`config.mk`:
```
export PLATFORM = sky130hd
export DESIGN_NAME = error_det_sw
export DESIGN_NICKNAME = d
export VERILOG_FILES = /design/src/design/err_det_pkg.sv /design/src/design/parity_error_latch.sv /design/src/design/sense_disagree_det.sv /design/src/design/channel_error_ctl.sv /design/src/design/module_sync_gen.sv /design/src/design/error_det_sw.sv
export SDC_FILE = /design/constraint.sdc
export NUM_CORES = 1
export LEC_CHECK = 0
export ABC_AREA = 1
export BUFFER_PORTS_ARGS = -buffer_cell sky130_fd_sc_hd__buf_4
export CORE_AREA = 2 2 48 50
export DETAILED_ROUTE_END_ITERATION = 12
export DIE_AREA = 0 0 50 52
export GPL_ROUTABILITY_DRIVEN = 0
export MAX_ROUTING_LAYER = met4
export PLACE_DENSITY = 0.89
export SYNTH_ARGS = -nofsm -noshare
export SYNTH_HDL_FRONTEND = slang
export SYNTH_SLANG_ARGS = --single-unit
export TNS_END_PERCENT = 20
```
`constraint.sdc`:
```
create_clock -name clk -period 1.3 [get_ports clk]
set_input_delay 0.195 -clock clk [delete_from_list [all_inputs] [get_ports clk]]
set_output_delay 0.195 -clock clk [all_outputs]
set_load 0.005 [all_outputs]
```
`src/design/err_det_pkg.sv`:
```
package err_det_pkg;

    // default number of module pairs per channel.
    localparam int NUM_PAIRS = 4;

    // one-hot module pair select.
    typedef logic [NUM_PAIRS-1:0] pair_sel_t;

    // sense lines of one channel, bit 2p is X and bit 2p+1 is Y of pair p.
    typedef logic [2*NUM_PAIRS-1:0] sense_t;

    // access kind of one channel, never both set.
    typedef struct packed {
        logic dm;       // data access.
        logic im;       // instruction access.
    } access_t;

    // timing strobes, one clock wide each.
    typedef struct packed {
        logic cycle_start;  // start of memory cycle.
        logic check;        // parity and sense sampling point.
        logic w3;
        logic v4;
        logic recover;
    } strobes_t;

    // status reported by one channel.
    typedef struct packed {
        logic par_err_dm;
        logic par_err_im;
        logic corr_dm;
        logic corr_im;
        logic fail_sw;      // sense disagreement on selected pair.
        logic branch;
        logic chan_err;     // combinational.
    } chan_status_t;

endpackage

```
`src/design/parity_error_latch.sv`:
```
`timescale 1ns/1ns

module parity_error_latch (
    input  logic                  clk,
    input  logic                  rst_n,
    input  err_det_pkg::strobes_t strb,
    input  logic                  active,
    input  logic                  par_ok,
    input  logic                  mismatch,
    output logic                  par_err,
    output logic                  corr
);

    logic par_err_q;
    logic corr_q;

    // parity error latch.
    // a bad check is ignored once the correction flag is up.
    always_ff @(posedge clk or negedge rst_n) begin
        if (!rst_n) begin
            par_err_q <= 1'b0;
        end else if (strb.recover) begin
            par_err_q <= 1'b0;
        end else if (strb.check && active) begin
            if (!par_ok && !corr_q) begin
                par_err_q <= 1'b1;
            end else if (par_ok) begin
                par_err_q <= 1'b0;  // good parity clears.
            end
        end
    end

    // correction flag, set when the expected outcome contradicts the switch.
    always_ff @(posedge clk or negedge rst_n) begin
        if (!rst_n) begin
            corr_q <= 1'b0;
        end else if (strb.recover) begin
            corr_q <= 1'b0;
        end else if (strb.w3 && active && mismatch) begin
            corr_q <= 1'b1;
        end
    end

    assign par_err = par_err_q;
    assign corr    = corr_q;

endmodule

```
`src/design/sense_disagree_det.sv`:
```
`timescale 1ns/1ns

module sense_disagree_det #(
    parameter int NUM_PAIRS = err_det_pkg::NUM_PAIRS
) (
    input  logic                   clk,
    input  logic                   rst_n,
    input  err_det_pkg::strobes_t  strb,
    input  logic                   any_access,
    input  err_det_pkg::pair_sel_t pair_sel,
    input  err_det_pkg::sense_t    sense,
    output logic                   fail_sw
);

    logic coincide;
    logic fail_sw_q;

    // X and Y both set on any selected pair.
    always_comb begin
        coincide = 1'b0;
        for (int p = 0; p < NUM_PAIRS; p++) begin
            coincide = coincide | (pair_sel[p] & sense[2*p] & sense[2*p+1]);
        end
    end

    // lives for one memory cycle; set wins over clear.
    always_ff @(posedge clk or negedge rst_n) begin
        if (!rst_n) begin
            fail_sw_q <= 1'b0;
        end else if (strb.check && any_access && coincide) begin
            fail_sw_q <= 1'b1;
        end else if (strb.cycle_start) begin
            fail_sw_q <= 1'b0;
        end
    end

    assign fail_sw = fail_sw_q;

endmodule

```
`src/design/channel_error_ctl.sv`:
```
`timescale 1ns/1ns

module channel_error_ctl #(
    parameter int NUM_PAIRS = err_det_pkg::NUM_PAIRS
) (
    input  logic                      clk,
    input  logic                      rst_n,
    input  err_det_pkg::strobes_t     strb,
    input  err_det_pkg::access_t      acc,
    input  logic                      par_ok,
    input  err_det_pkg::sense_t       sense,
    input  err_det_pkg::pair_sel_t    pair_sel,
    input  logic                      exp_fail,
    output err_det_pkg::chan_status_t status
);

    logic any_access;
    logic fail_sw;
    logic mismatch;
    logic par_err_dm;
    logic par_err_im;
    logic corr_dm;
    logic corr_im;
    logic err_hit;
    logic branch_q;

    assign any_access = acc.dm | acc.im;
    assign mismatch   = exp_fail ^ fail_sw;  // comparison outcome vs. switch.

    parity_error_latch i_latch_dm (
        .clk      (clk),
        .rst_n    (rst_n),
        .strb     (strb),
        .active   (acc.dm),
        .par_ok   (par_ok),
        .mismatch (mismatch),
        .par_err  (par_err_dm),
        .corr     (corr_dm)
    );

    parity_error_latch i_latch_im (
        .clk      (clk),
        .rst_n    (rst_n),
        .strb     (strb),
        .active   (acc.im),
        .par_ok   (par_ok),
        .mismatch (mismatch),
        .par_err  (par_err_im),
        .corr     (corr_im)
    );

    sense_disagree_det #(
        .NUM_PAIRS (NUM_PAIRS)
    ) i_sense_det (
        .clk        (clk),
        .rst_n      (rst_n),
        .strb       (strb),
        .any_access (any_access),
        .pair_sel   (pair_sel),
        .sense      (sense),
        .fail_sw    (fail_sw)
    );

    // error on the kind that is currently accessing.
    assign err_hit = (acc.dm & par_err_dm) | (acc.im & par_err_im);

    // branch after an erroneous access, dropped again at v4.
    always_ff @(posedge clk or negedge rst_n) begin
        if (!rst_n) begin
            branch_q <= 1'b0;
        end else if (strb.w3 && err_hit) begin
            branch_q <= 1'b1;
        end else if (strb.v4) begin
            branch_q <= 1'b0;
        end
    end

    always_comb begin
        status.par_err_dm = par_err_dm;
        status.par_err_im = par_err_im;
        status.corr_dm    = corr_dm;
        status.corr_im    = corr_im;
        status.fail_sw    = fail_sw;
        status.branch     = branch_q;
        status.chan_err   = (acc.dm & corr_dm) | (acc.im & corr_im);  // no latency.
    end

endmodule

```
`src/design/module_sync_gen.sv`:
```
`timescale 1ns/1ns

module module_sync_gen #(
    parameter int NUM_PAIRS = err_det_pkg::NUM_PAIRS
) (
    input  logic                   v4,
    input  logic                   sync_req,
    input  err_det_pkg::pair_sel_t pair_sel,
    input  err_det_pkg::access_t   acc_a,
    input  err_det_pkg::access_t   acc_b,
    output logic [2*NUM_PAIRS-1:0] m_sync
);

    logic idle_a;
    logic idle_b;

    assign idle_a = ~(acc_a.dm | acc_a.im);
    assign idle_b = ~(acc_b.dm | acc_b.im);

    // even index is channel A, odd index is channel B.
    always_comb begin
        for (int p = 0; p < NUM_PAIRS; p++) begin
            m_sync[2*p]   = v4 & (idle_a | sync_req | pair_sel[p]);
            m_sync[2*p+1] = v4 & (idle_b | sync_req | pair_sel[p]);
        end
    end

endmodule

```
`src/design/error_det_sw.sv`:
```
`timescale 1ns/1ns

module error_det_sw #(
    parameter int NUM_PAIRS = err_det_pkg::NUM_PAIRS
) (
    input  logic                      clk,
    input  logic                      rst_n,
    input  err_det_pkg::strobes_t     strb,
    input  err_det_pkg::access_t      acc_a,
    input  err_det_pkg::access_t      acc_b,
    input  logic                      par_ok_a,
    input  logic                      par_ok_b,
    input  err_det_pkg::sense_t       sense_a,
    input  err_det_pkg::sense_t       sense_b,
    input  err_det_pkg::pair_sel_t    pair_sel,
    input  logic                      sync_req,
    input  logic                      exp_fail,
    output err_det_pkg::chan_status_t status_a,
    output err_det_pkg::chan_status_t status_b,
    output logic [2*NUM_PAIRS-1:0]    m_sync
);

    channel_error_ctl #(
        .NUM_PAIRS (NUM_PAIRS)
    ) i_chan_a (
        .clk      (clk),
        .rst_n    (rst_n),
        .strb     (strb),
        .acc      (acc_a),
        .par_ok   (par_ok_a),
        .sense    (sense_a),
        .pair_sel (pair_sel),
        .exp_fail (exp_fail),
        .status   (status_a)
    );

    channel_error_ctl #(
        .NUM_PAIRS (NUM_PAIRS)
    ) i_chan_b (
        .clk      (clk),
        .rst_n    (rst_n),
        .strb     (strb),
        .acc      (acc_b),
        .par_ok   (par_ok_b),
        .sense    (sense_b),
        .pair_sel (pair_sel),
        .exp_fail (exp_fail),
        .status   (status_b)
    );

    // sync levels for all modules of both channels.
    module_sync_gen #(
        .NUM_PAIRS (NUM_PAIRS)
    ) i_sync_gen (
        .v4       (strb.v4),
        .sync_req (sync_req),
        .pair_sel (pair_sel),
        .acc_a    (acc_a),
        .acc_b    (acc_b),
        .m_sync   (m_sync)
    );

endmodule

```
==> results.md <==
- Largest net degree at the start of global routing: 13
- Die Width: 50 um
- Initial Utilization: 41.0%
- Count of cell types in the netlist: 15
- Clk root buf: clkbuf_4
- Worst path max stage delay: 0.35 ns
- Post-Layout Cell Count: 202
- Post-DP HPWL: 2.18 mm
- CTS Buffer Depth: 2
- Power share of the combinational group: 32.7%
- Net Count, Synth: 162
- Least-Margin Pin Slew: 0.199 ns
- Clk_skew: 0.00237 ns
- Mean Syn Cell Area: 6.80 um^2
- Max IR drop VDD: 0.453 mV
- CTS Sinks: 12
- Synth Instances: 127
- Fin nets: 211
- HP Class: in2reg
- Headroom to the max-slew limit: 86.8%
- Required @ worst endpoint: 1.11 ns
- Cell Chain, Critical Path: inv_1 -> o22ai_1 -> buf_4
- Sequential share of power: 43.7%
- Sw Share: 30.1%
- DRT iter0 DRCs: 46
- Initial antenna violation count: 0
- First-pass iteration count of the detailed router: 4
- Vias in the first global route: 1,079
- NetSw: 290 uW
- H-tree Lvls: 1
- CTS tree: done
- Synth Register Bits: 12
- Final wirelength: 2.63 mm
- Area Overhead vs Synth: 45.5%
- Final hold vios: 0
- Worst Setup Start Kind: flip-flop
- CTS clk-pin slew, worst paths: 0.07 ns
- CTS Buf Count: 3
- Unrepaired setup endpoints after global routing: no
- DR vias/cell: 5.14
- Filler Cell Count: 200
- Setup TNS: 0 ns
- Total power: 963 uW
- Setup CP Type: reg2out
- Top achievable clock speed: 795 MHz
- Top-area cell type share of the netlist area: 34.8%
- Average wire per standard cell: 13.0 um
- Ports: 57
- Yosys warning total: 0
- Overall die height: 52 um
- GRT Resource Usage Total: 23.0%
- Residual DRC: 0
- DP Cell Count: 198
- Critical Path AT: 1.06 ns
- Cell at the slowest stage of the critical path: dfrtp_1
- Seq/Total Area, Yosys: 34.8%
- First-pass GRT wire length: 4.47 mm
- Diode count: 0
- Top cells by area, synth: dfrtp_1, nand3_1, buf_4
- Total congestion overflow: 0
- Pwr Density: 767 nW/um^2
- Min cycle time layout: 1.26 ns
- Leakage: 0.000733 uW
- Die footprint: 2600 um^2
- Max Cap Viol: 0
- Endpoints failing setup: 0
- Synth Cell Area: 863 um^2
- Clock power frac: 23.5%
- Critical path peak fanout: 4
- Vias: 1,038
- Status: completed
- Worst-Skew Late Latency: 0.27 ns
- Slew Viols, Final: 0
- Internal Power: 673 uW
- Core Footprint: 2110 um^2
- Post-synth top area cell: dfrtp_1
- Final Cycle Share: 96.8%
- Port bufs: 56
- Setup crit end kind: output pin
- Share of cells above drive strength 1: 37.9%
- # rows: 17
- DRT antenna net count: 0
==> cells by family after synthesis <==
logic type | after synthesis | synth area share, %
compound gates | 24 | 16.2
buf+inv | 39 | 22.3
flops | 12 | 34.8
simple gates | 52 | 26.7
==> through the flow <==
stage	util [%]	setup slack [ns]	hold WS [ns]	cell area (um^2)
after floorplan	-	0.543	-0.101	863
after global placement	58.1	0.340	0.0398	1220
after detailed placement	58.1	0.307	0.0436	1220
after CTS	59.7	0.0578	0.143	1260
after global routing	59.7	0.00372	0.150	1260
final	59.7	0.0415	0.149	1260
==> worst max-delay path, delay by kind of cell, from the launching register on <==
kind                   cells  cell delay [ns]
AOI/OAI and AO/OA          1             0.22
buffers and inverters      2             0.23
DFF                        1             0.35
==> layout by cell type (no fill, tap or decap) <==
master	Yosys	final
dlygate4sd3_1	0	1
nand4_1	4	4
buf_4	12	56
nor2_2	1	1
inv_1	24	24
o22ai_1	4	4
clkbuf_4	0	3
dfrtp_1	12	12
a21oi_2	2	2
nand2_1	24	24
a21oi_1	4	4
nand3_1	18	18
inv_2	2	2
nor2_1	5	5
o21ai_1	12	12
o21ai_2	2	2
==> power groups by stage <==
| stage | clock (uW) | combinational, uW | sequential [uW] |
|---|---|---|---|
| global placement | 0 | 300 | 425 |
| global route | 245 | 346 | 423 |
| floorplan | 0 | 145 | 420 |
| finish | 227 | 315 | 421 |
| CTS | 231 | 316 | 420 |
| detailed placement | 0 | 312 | 427 |
==> worst paths after layout <==
kind,from,to,slack (ns),cells after the start
min in group asynchronous,rst_n,i_chan_a.i_latch_dm.corr,0.30,2
hold / removal,strb[0],i_chan_b.i_latch_im.corr,0.15,2
setup / recovery,i_chan_a.i_latch_im.corr,status_a[0],0.04,3
hold reg to reg,i_chan_a.branch_q,i_chan_a.branch_q,0.50,2
setup reg to reg,i_chan_a.i_sense_det.fail_sw,i_chan_a.i_latch_dm.corr,0.42,4
max in group asynchronous,rst_n,i_chan_b.i_latch_dm.par_err,0.84,2
==> layer usage <==
metal	up-vias	GRT usage [%]	wire, um
met5	-	-	0
met4	0	10.6	27
met3	6	3.45	150
met2	52	40.1	1410
met1	488	26.0	1050
li1	492	-	-
==> Yosys cell counts, drive strengths merged <==
cell   instances
nor2           6
buf           13
nand4          4
nand3         18
dfrtp         12
inv           26
o21ai         14
nand2         24
a21oi          6
o22ai          4
==> area by class of cell <==
class	count	area (um^2)	area share, %
timing repair buffer	57	430	34.3
multi-input combinational	76	370	29.5
sequential	12	300	23.9
inverter	26	97.6	7.77
tap	28	35.0	2.79
clock buffer	3	22.5	1.79
==> timing repair <==
action / CTS / global route
endpoints found under the setup margin: 0 / 0
hold buffers: 1 / 0
buffers inserted: 0 / 0
gates resized for setup: 0 / 0
endpoints found under the hold margin: 12 / 0
(Power assumes the default switching activity.)
